===== src/rtl/mbw_pkg.sv =====
// Macroblock write-back constants
// Burst shape and address step shared by the AXI write path

`default_nettype none

package mbw_pkg;

    // --------------------
    // Burst shape
    // --------------------
    // One fixed-length burst per macroblock
    localparam int MB_BEATS = 7;

    // Holds an 11-bit by 11-bit product
    localparam int MB_CNT_W = 22;

    localparam int BEAT_CNT_W = 3;

    localparam logic [7:0] AWLEN_VAL = 8'(MB_BEATS - 1);

    // --------------------
    // Helpers
    // --------------------
    // AXI size code from bus width in bytes
    function automatic logic [2:0] AWSIZE_FN(input int unsigned bytes);
        return 3'($clog2(bytes));
    endfunction

    // Byte-address step from one macroblock to the next
    function automatic int unsigned MB_STEP_FN(input int unsigned bytes);
        return MB_BEATS * bytes;
    endfunction

endpackage

`default_nettype wire


===== src/rtl/mb_job_if.sv =====
// Job interface between write control and the W data channel
// Control side announces the job, data side reports burst progress

`timescale 1ns/1ps
`default_nettype none

interface mb_job_if #(
    parameter int MB_CNT_W = 22
);

    // Macroblock total valid from the cycle after start
    logic [MB_CNT_W-1:0] mb_total;
    // One-cycle pulse aligned with a valid mb_total
    logic                job_start;
    // One-cycle pulse per accepted wlast beat
    logic                burst_done;
    // Level that is high once no beats are left to send for this job
    logic                data_idle;

    modport ctrl (
        output mb_total,
        output job_start,
        input  burst_done,
        input  data_idle
    );

    modport data (
        input  mb_total,
        input  job_start,
        output burst_done,
        output data_idle
    );

endinterface

`default_nettype wire


===== src/rtl/mb_fifo.sv =====
// Encoder output FIFO
// Register-array FIFO in show-ahead mode, so the head word is
// visible on dout whenever empty is low

`timescale 1ns/1ps
`default_nettype none

module mb_fifo #(
    parameter int DATA_W     = 128,
    parameter int FIFO_DEPTH = 16
) (
    input  logic              clk,
    input  logic              rst_n,
    input  logic              wr,
    input  logic [DATA_W-1:0] din,
    input  logic              rd,
    output logic [DATA_W-1:0] dout,
    output logic              empty,
    output logic              full
);

    localparam int PTR_W = (FIFO_DEPTH > 1) ? $clog2(FIFO_DEPTH) : 1;
    localparam int CNT_W = $clog2(FIFO_DEPTH + 1);

    logic [DATA_W-1:0] mem [FIFO_DEPTH];
    logic [PTR_W-1:0]  wr_ptr;
    logic [PTR_W-1:0]  rd_ptr;
    logic [CNT_W-1:0]  count;
    logic              push;
    logic              pop;

    // Writes while full are dropped
    assign push  = wr && !full;
    assign pop   = rd && !empty;

    assign empty = (count == '0);
    assign full  = (count == CNT_W'(FIFO_DEPTH));
    assign dout  = mem[rd_ptr];

    always_ff @(posedge clk) begin
        if (push) begin
            mem[wr_ptr] <= din;
        end
    end

    // --------------------
    // Pointers and count
    // --------------------
    always_ff @(posedge clk or negedge rst_n) begin
        if (!rst_n) begin
            wr_ptr <= '0;
            rd_ptr <= '0;
            count  <= '0;
        end else begin
            if (push) begin
                wr_ptr <= (wr_ptr == PTR_W'(FIFO_DEPTH - 1)) ? '0 : wr_ptr + 1'b1;
            end
            if (pop) begin
                rd_ptr <= (rd_ptr == PTR_W'(FIFO_DEPTH - 1)) ? '0 : rd_ptr + 1'b1;
            end
            count <= count + CNT_W'(push) - CNT_W'(pop);
        end
    end

endmodule

`default_nettype wire


===== src/rtl/mb_wr_ctrl.sv =====
// Write-back job control
// Issues one AW burst per macroblock, counts B responses with a cap on
// outstanding bursts, and pulses done once every response is back

`timescale 1ns/1ps
`default_nettype none

module mb_wr_ctrl
    import mbw_pkg::*;
#(
    parameter int DATA_W          = 128,
    parameter int ADDR_W          = 32,
    parameter int MAX_OUTSTANDING = 4
) (
    input  logic              clk,
    input  logic              rst_n,
    input  logic              start_pulse,
    input  logic [31:0]       mb_w,
    input  logic [31:0]       mb_h,
    input  logic [ADDR_W-1:0] base_addr,
    mb_job_if.ctrl            job,
    output logic [ADDR_W-1:0] m_axi_awaddr,
    output logic [7:0]        m_axi_awlen,
    output logic [2:0]        m_axi_awsize,
    output logic [1:0]        m_axi_awburst,
    output logic              m_axi_awvalid,
    input  logic              m_axi_awready,
    input  logic [1:0]        bresp,
    input  logic              bvalid,
    output logic              bready,
    output logic              done_pulse,
    output logic              busy,
    output logic              resp_err
);

    localparam int                OUT_W   = $clog2(MAX_OUTSTANDING + 1);
    localparam logic [ADDR_W-1:0] MB_STEP = ADDR_W'(MB_STEP_FN(DATA_W / 8));

    logic [MB_CNT_W-1:0] mb_total;
    logic [MB_CNT_W-1:0] aw_cnt;
    logic [MB_CNT_W-1:0] aw_cnt_nxt;
    logic [MB_CNT_W-1:0] w_cnt;
    logic [MB_CNT_W-1:0] b_cnt;
    logic [MB_CNT_W-1:0] b_cnt_nxt;
    logic [OUT_W-1:0]    out_cnt;
    logic [OUT_W-1:0]    out_cnt_nxt;
    logic                job_start_q;
    logic                aw_fire;
    logic                resp_fire;
    logic                finish;

    // Fixed INCR burst shape
    assign m_axi_awlen   = AWLEN_VAL;
    assign m_axi_awsize  = AWSIZE_FN(DATA_W / 8);
    assign m_axi_awburst = 2'b01;
    assign bready        = 1'b1;

    assign job.mb_total  = mb_total;
    assign job.job_start = job_start_q;

    // --------------------
    // Next-count logic
    // --------------------
    always_comb begin
        aw_fire     = m_axi_awvalid && m_axi_awready;
        // A response only counts once its burst's data has gone out
        resp_fire   = bvalid && bready && busy && (b_cnt < w_cnt);
        aw_cnt_nxt  = aw_cnt + MB_CNT_W'(aw_fire);
        b_cnt_nxt   = b_cnt + MB_CNT_W'(resp_fire);
        out_cnt_nxt = out_cnt + OUT_W'(aw_fire) - OUT_W'(resp_fire);
        // Zero-size jobs finish as soon as the total is known
        finish      = busy && job.data_idle && (b_cnt_nxt == mb_total);
    end

    // --------------------
    // Job and channel state
    // --------------------
    always_ff @(posedge clk or negedge rst_n) begin
        if (!rst_n) begin
            mb_total      <= '0;
            aw_cnt        <= '0;
            w_cnt         <= '0;
            b_cnt         <= '0;
            out_cnt       <= '0;
            job_start_q   <= 1'b0;
            m_axi_awvalid <= 1'b0;
            done_pulse    <= 1'b0;
            busy          <= 1'b0;
            resp_err      <= 1'b0;
        end else begin
            job_start_q <= start_pulse;
            if (start_pulse) begin
                // Only the low 11 bits of each dimension are used
                mb_total      <= MB_CNT_W'(mb_w[10:0]) * MB_CNT_W'(mb_h[10:0]);
                aw_cnt        <= '0;
                w_cnt         <= '0;
                b_cnt         <= '0;
                out_cnt       <= '0;
                m_axi_awvalid <= 1'b0;
                done_pulse    <= 1'b0;
                busy          <= 1'b1;
                resp_err      <= 1'b0;
            end else begin
                aw_cnt  <= aw_cnt_nxt;
                b_cnt   <= b_cnt_nxt;
                out_cnt <= out_cnt_nxt;
                if (job.burst_done) begin
                    w_cnt <= w_cnt + 1'b1;
                end
                // New request only once the previous one is taken
                if (!m_axi_awvalid || aw_fire) begin
                    m_axi_awvalid <= busy && !finish && (aw_cnt_nxt < mb_total)
                                     && (out_cnt_nxt < OUT_W'(MAX_OUTSTANDING));
                end
                if (resp_fire && (bresp != 2'b00)) begin
                    resp_err <= 1'b1;
                end
                done_pulse <= finish;
                if (finish) begin
                    busy <= 1'b0;
                end
            end
        end
    end

    // Running burst address
    always_ff @(posedge clk) begin
        if (start_pulse) begin
            m_axi_awaddr <= base_addr;
        end else if (aw_fire) begin
            m_axi_awaddr <= m_axi_awaddr + MB_STEP;
        end
    end

endmodule

`default_nettype wire


===== src/rtl/wdata_channel.sv =====
// AXI write data channel
// Streams MB_BEATS FIFO words per macroblock with wlast on the final
// beat; wvalid follows FIFO occupancy only, never wready

`timescale 1ns/1ps
`default_nettype none

module wdata_channel
    import mbw_pkg::*;
#(
    parameter int DATA_W = 128
) (
    input  logic                clk,
    input  logic                rst_n,
    mb_job_if.data              job,
    input  logic                fifo_empty,
    input  logic [DATA_W-1:0]   fifo_dout,
    output logic                fifo_rd,
    output logic [DATA_W-1:0]   m_axi_wdata,
    output logic [DATA_W/8-1:0] m_axi_wstrb,
    output logic                m_axi_wvalid,
    output logic                m_axi_wlast,
    input  logic                m_axi_wready
);

    localparam logic [1:0] IDLE = 2'd0;
    localparam logic [1:0] SEND = 2'd1;
    localparam logic [1:0] DONE = 2'd2;

    logic [1:0]            state;
    logic [1:0]            state_nxt;
    logic [BEAT_CNT_W-1:0] beat_cnt;
    logic [MB_CNT_W-1:0]   burst_cnt;
    logic                  last_beat;
    logic                  all_sent;
    logic                  beat_fire;

    assign last_beat = (beat_cnt == BEAT_CNT_W'(MB_BEATS - 1));
    assign all_sent  = (burst_cnt == job.mb_total);

    // Show-ahead FIFO head goes straight onto the bus
    assign m_axi_wdata    = fifo_dout;
    assign m_axi_wstrb    = '1;
    assign m_axi_wvalid   = (state == SEND) && !fifo_empty;
    assign m_axi_wlast    = (state == SEND) && last_beat;
    assign beat_fire      = m_axi_wvalid && m_axi_wready;
    assign fifo_rd        = beat_fire;

    assign job.burst_done = beat_fire && last_beat;
    assign job.data_idle  = (state == IDLE) || ((state == DONE) && all_sent);

    // --------------------
    // Burst sequencing
    // --------------------
    always_comb begin
        state_nxt = state;
        case (state)
            IDLE: begin
                if (job.job_start && (job.mb_total != '0)) begin
                    state_nxt = SEND;
                end
            end
            // An empty FIFO simply stalls here
            SEND: begin
                if (job.burst_done) begin
                    state_nxt = DONE;
                end
            end
            DONE: begin
                state_nxt = all_sent ? IDLE : SEND;
            end
            default: state_nxt = IDLE;
        endcase
    end

    always_ff @(posedge clk or negedge rst_n) begin
        if (!rst_n) begin
            state     <= IDLE;
            beat_cnt  <= '0;
            burst_cnt <= '0;
        end else begin
            state <= state_nxt;
            if (job.job_start) begin
                beat_cnt  <= '0;
                burst_cnt <= '0;
            end else if (beat_fire) begin
                beat_cnt <= last_beat ? '0 : beat_cnt + 1'b1;
                if (last_beat) begin
                    burst_cnt <= burst_cnt + 1'b1;
                end
            end
        end
    end

endmodule

`default_nettype wire


===== src/rtl/mb_writeback_top.sv =====
// Macroblock write-back top level
// Encoder FIFO, AW/B control and W data channel on plain AXI ports

`timescale 1ns/1ps
`default_nettype none

module mb_writeback_top
    import mbw_pkg::*;
#(
    parameter int DATA_W          = 128,
    parameter int ADDR_W          = 32,
    parameter int FIFO_DEPTH      = 16,
    parameter int MAX_OUTSTANDING = 4
) (
    input  logic                clk,
    input  logic                rst_n,
    // Job control and status
    input  logic                start_pulse,
    input  logic [31:0]         mb_w,
    input  logic [31:0]         mb_h,
    input  logic [ADDR_W-1:0]   base_addr,
    output logic                done_pulse,
    output logic                busy,
    output logic                resp_err,
    // Encoder side
    input  logic                enc_wr,
    input  logic [DATA_W-1:0]   enc_data,
    output logic                enc_full,
    // AXI write address
    output logic [ADDR_W-1:0]   m_axi_awaddr,
    output logic [7:0]          m_axi_awlen,
    output logic [2:0]          m_axi_awsize,
    output logic [1:0]          m_axi_awburst,
    output logic                m_axi_awvalid,
    input  logic                m_axi_awready,
    // AXI write data
    output logic [DATA_W-1:0]   m_axi_wdata,
    output logic [DATA_W/8-1:0] m_axi_wstrb,
    output logic                m_axi_wvalid,
    output logic                m_axi_wlast,
    input  logic                m_axi_wready,
    // AXI write response
    input  logic [1:0]          m_axi_bresp,
    input  logic                m_axi_bvalid,
    output logic                m_axi_bready
);

    logic              fifo_empty;
    logic [DATA_W-1:0] fifo_dout;
    logic              fifo_rd;

    mb_job_if #(.MB_CNT_W(MB_CNT_W)) job ();

    mb_fifo #(
        .DATA_W     (DATA_W),
        .FIFO_DEPTH (FIFO_DEPTH)
    ) u_fifo (
        .clk   (clk),
        .rst_n (rst_n),
        .wr    (enc_wr),
        .din   (enc_data),
        .rd    (fifo_rd),
        .dout  (fifo_dout),
        .empty (fifo_empty),
        .full  (enc_full)
    );

    mb_wr_ctrl #(
        .DATA_W          (DATA_W),
        .ADDR_W          (ADDR_W),
        .MAX_OUTSTANDING (MAX_OUTSTANDING)
    ) u_ctrl (
        .clk           (clk),
        .rst_n         (rst_n),
        .start_pulse   (start_pulse),
        .mb_w          (mb_w),
        .mb_h          (mb_h),
        .base_addr     (base_addr),
        .job           (job.ctrl),
        .m_axi_awaddr  (m_axi_awaddr),
        .m_axi_awlen   (m_axi_awlen),
        .m_axi_awsize  (m_axi_awsize),
        .m_axi_awburst (m_axi_awburst),
        .m_axi_awvalid (m_axi_awvalid),
        .m_axi_awready (m_axi_awready),
        .bresp         (m_axi_bresp),
        .bvalid        (m_axi_bvalid),
        .bready        (m_axi_bready),
        .done_pulse    (done_pulse),
        .busy          (busy),
        .resp_err      (resp_err)
    );

    wdata_channel #(
        .DATA_W (DATA_W)
    ) u_wdata (
        .clk          (clk),
        .rst_n        (rst_n),
        .job          (job.data),
        .fifo_empty   (fifo_empty),
        .fifo_dout    (fifo_dout),
        .fifo_rd      (fifo_rd),
        .m_axi_wdata  (m_axi_wdata),
        .m_axi_wstrb  (m_axi_wstrb),
        .m_axi_wvalid (m_axi_wvalid),
        .m_axi_wlast  (m_axi_wlast),
        .m_axi_wready (m_axi_wready)
    );

endmodule

`default_nettype wire


===== config.mk =====
export PLATFORM = sky130hd
export DESIGN_NAME = mb_writeback_top
export DESIGN_NICKNAME = d
export VERILOG_FILES = /design/src/rtl/mbw_pkg.sv /design/src/rtl/mb_job_if.sv /design/src/rtl/mb_fifo.sv /design/src/rtl/mb_wr_ctrl.sv /design/src/rtl/wdata_channel.sv /design/src/rtl/mb_writeback_top.sv
export SDC_FILE = /design/constraint.sdc
export NUM_CORES = 2
export LEC_CHECK = 0
export BUFFER_PORTS_ARGS = -buffer_cell sky130_fd_sc_hd__buf_2
export CORE_UTILIZATION = 58
export CTS_BUF_LIST = sky130_fd_sc_hd__clkbuf_2 sky130_fd_sc_hd__clkbuf_4 sky130_fd_sc_hd__clkbuf_8
export CTS_CLUSTER_DIAMETER = 200
export DETAILED_ROUTE_END_ITERATION = 10
export PLACE_DENSITY_LB_ADDON = 0.15
export SYNTH_ARGS = -nofsm -noshare
export SYNTH_HDL_FRONTEND = slang
export SYNTH_SLANG_ARGS = --single-unit
export TNS_END_PERCENT = 1

===== constraint.sdc =====
create_clock -name clk -period 11.7 [get_ports clk]
set_input_delay 1.17 -clock clk [delete_from_list [all_inputs] [get_ports clk]]
set_output_delay 1.17 -clock clk [all_outputs]
set_load 0.05 [all_outputs]

==> flow_summary.json <==
{
  "rr_worst_depth": 17,
  "io_buffers": 357,
  "tns_ps": 0,
  "rows": 145,
  "die_x_um": 401,
  "synth_edf_count": 2080,
  "power_leakage_nw": 36.2,
  "ctsHtreeMaxLevel": 5,
  "relSlewSlack_pct": 23.1,
  "synth.top_cells.by_area": "edfxtp_1 68%, mux4_2 6.3%, mux2i_1 4.2%",
  "ios": 430,
  "first_global_vias": 50686,
  "drv_cap": 0,
  "cp.arrival_ps": 5170,
  "insertion_delay_ps": 1030,
  "clock.fmax_ghz": 0.158,
  "vias": 50472,
  "synthAdderAreaFrac_pct": 3.45,
  "final_antenna_net_count": 0,
  "vias_per_cell": 6.14,
  "combPwrFrac_pct": 34.8,
  "finalSetupViolations": 0,
  "wirelength_um": 214000,
  "hold_ws_ps": 150,
  "clock_path_buffers": 4,
  "p_int_mw": 15.7,
  "synthMuxAreaShare_pct": 12.1,
  "wire_per_inst_um": 26.1,
  "drt_iter0_markers": 4561,
  "synth_cells": 5373,
  "nFillCells": 10818,
  "synthFlopType": "edfxtp_1",
  "layout_min_cycle_time_ps": 6340,
  "dp_hpwl_um": 113000,
  "post-route-period-util_pct": 54.2,
  "ys_ff_latch": 2216,
  "track_usage_pct": 26.5,
  "rrSetupSlack_ps": 5590,
  "drc_errors": 0,
  "cts_tree": "done",
  "worstMarginPinSlew_ps": 1150,
  "synth-compound-area-share_pct": 5.50,
  "gr-total-overflow": 0,
  "postCtsHoldBufs": 0,
  "cts_sinks": 2216,
  "status": "completed",
  "async_reset_ff_share_pct": 6.14,
  "yosysWarnings": 0,
  "grt_pass1_wl_um": 319000,
  "drtPass1Iterations": 6,
  "multi_input_area_um2": 24600,
  "initial_core_util_pct": 58.7,
  "p_seq_share_pct": 39.3,
  "maxSlewViolCount": 0,
  "place_congestion": 0.861,
  "ir_drop_mv": 0.250,
  "power_switching_mw": 9.14,
  "hp-class": "in -> async",
  "power_switching_share_pct": 36.9,
  "rsz0062_at_grt": "no",
  "area_delta_synth_final_pct": 11.7,
  "cts_root_buf": "clkbuf_8",
  "layout.nets": 6326,
  "crit_path_end_kind": "primary output",
  "crit_type": "reg -> out",
  "cts_buffers": 364,
  "yosysSeqAreaShare_pct": 71.5,
  "synth-xor-area-share_pct": 1.55,
  "grt_max_degree": 131,
  "core_area_um2": 157000,
  "finClkSkew_ps": 104,
  "critPathLaunchType": "register",
  "synth_area_per_cell_um2": 17.2,
  "required_ps": 10530,
  "antenna_found_initial": 52,
  "die-area_um2": 161000,
  "final_core_util_pct": 65.6,
  "crit_fanout": 58,
  "synthesis.area_um2": 92200,
  "yosysTopAreaCellShare_pct": 67.8,
  "die_y_um": 401,
  "netlist.top_cell.by_area": "edfxtp_1",
  "path_clk_slew_ps": 70,
  "power_density_nw_per_um2": 241,
  "cts_setup_buffers": 0,
  "finalHoldViolations": 0,
  "yosys.area_share.simple_pct": 3.85,
  "yosys.cell_types.count": 70,
  "ff_latch_area_um2": 65900,
  "synth_top_family_by_area": "multiplexers",
  "pwr-share-clk_pct": 26.0,
  "post_cts_resized": 0,
  "drive_gt1_share_pct": 22.4
}
## cell usage in the layout, fill, tap and decap left out, types with 11 or more instances in the layout
cell      instances
nor2_1          114
xnor2_1          82
clkbuf_4        109
and3_1           27
xor2_1           73
nand4_1          36
diode_2          18
o21ai_0         328
buf_2           355
or3_1            11
a22oi_1         128
nor2b_1          14
conb_1           30
nand3_1          48
nor3_1           14
mux2i_1         389
a21oi_1         166
buf_4            65
mux2_2          127
clkinv_1         94
a221oi_1        128
nand2_1         298
and2_1           88
inv_1           166
dfrtp_1         132
a21o_1           16
clkinv_2         30
ha_1            123
edfxtp_1       2080
clkbuf_8        374
fa_1             82
nor4_1           16
mux4_2          259
## state kept, by name (all words and copies together), names as in the netlist, 3 cells and up
signal	cells
u_ctrl.aw_cnt	22
u_ctrl.w_cnt	22
u_ctrl.job.mb_total	22
u_fifo.wr_ptr	4
u_fifo.rd_ptr	4
u_ctrl.b_cnt	22
u_wdata.burst_cnt	22
u_ctrl.m_axi_awaddr	32
u_fifo.mem	2048
u_wdata.beat_cnt	3
u_ctrl.out_cnt	3
u_fifo.count	5
## layout make-up
| cell class | instances | area share, % |
|---|---|---|
| clock buffer | 483 | 5.79 |
| timing repair buffer | 428 | 2.35 |
| inverter | 167 | 0.609 |
| antenna | 18 | 0.0438 |
| tap | 2058 | 2.50 |
| multi-input combinational | 2711 | 23.9 |
| clock inverter | 140 | 0.830 |
| sequential | 2216 | 64.0 |
## path summary, 6_finish.rpt
kind,start,to
min in group clk,base_addr[12],u_ctrl.m_axi_awaddr[12]$_DFFE_PN_
min,rst_n,u_fifo.rd_ptr[3]$_DFFE_PN0P_
max in group asynchronous,rst_n,u_ctrl.b_cnt[4]$_DFF_PN0_
min reg2reg,u_ctrl.m_axi_awvalid$_DFFE_PN0P_,u_ctrl.m_axi_awvalid$_DFFE_PN0P_
max,u_fifo.rd_ptr[2]$_DFFE_PN0P_,m_axi_wdata[30]
max reg2reg,u_ctrl.b_cnt[19]$_DFF_PN0_,u_ctrl.m_axi_awvalid$_DFFE_PN0P_
## worst max-delay path: stages, from the launching register on
cell and delay (ps):
dfrtp_4 640, buf_4 690, and2_4 860, buf_4 940
a221oi_1 250, o21ai_0 240, nand2_1 220, buf_2 280
## kinds of logic (layout without fill, tap and decap cells)
group,count (synthesis),count (layout)
compound gates,816,816
xor+xnor,158,158
fa+ha+maj,205,205
buf+inv,474,1218
flops,2216,2216
mux,775,775
other cells,2,48
simple gates,727,727
## synthesized netlist by cell type (3+ instances only)
master,number
a22oi_1,128
a31oi_1,5
xnor3_1,3
clkbuf_1,204
inv_1,166
and4_1,9
a21oi_1,166
nor4_1,17
nand3_1,48
dfrtp_1,136
and3_1,34
mux2_2,127
buf_4,36
or4_1,6
nor2_1,115
a21o_1,16
mux2i_1,389
a211oi_1,8
fa_1,82
nand2_1,299
nor3_1,15
a211o_1,3
o21a_1,7
nand4_1,36
o31ai_1,4
ha_1,123
nand2b_1,8
nand3b_1,4
a221oi_1,128
buf_1,63
edfxtp_1,2080
o21ai_0,328
nor3b_1,4
buf_2,3
nor2b_1,15
o211ai_1,5
mux4_2,259
xnor2_1,82
and2_1,92
or3_1,11
xor2_1,73
## power groups by stage
stage               logic (mW)  clock network [mW]  registers [mW]
CTS                       8.69                6.56            9.74
global placement          8.60                   0            9.86
finish                    8.62                6.44            9.74
floorplan                 6.15                   0            9.86
global route              9.17                6.88            9.79
detailed placement        8.67                   0            9.90
## metrics by stage
stage / area [µm²] / worst slack, ps / power (mW) / instances
global route: 103000 / 5190 / 25.8 / 8211
global placement: 96100 / 5250 / 18.5 / 7580
finish: 103000 / 5360 / 24.8 / 8221
CTS: 103000 / 5190 / 25.0 / 8203
floorplan: 92300 / 655 / 16.0 / 5401
detailed placement: 96100 / 5220 / 18.6 / 7580
## metal layers
layer	part of all wire [%]	wire, µm	track usage [%]
met2	49	105000	43.5
met5	0.10	221	0
met4	2.6	5470	8.32
met3	7.2	15400	5.14
met1	41	88000	36.2
No activity file was read; power rests on OpenSTA's default activity.
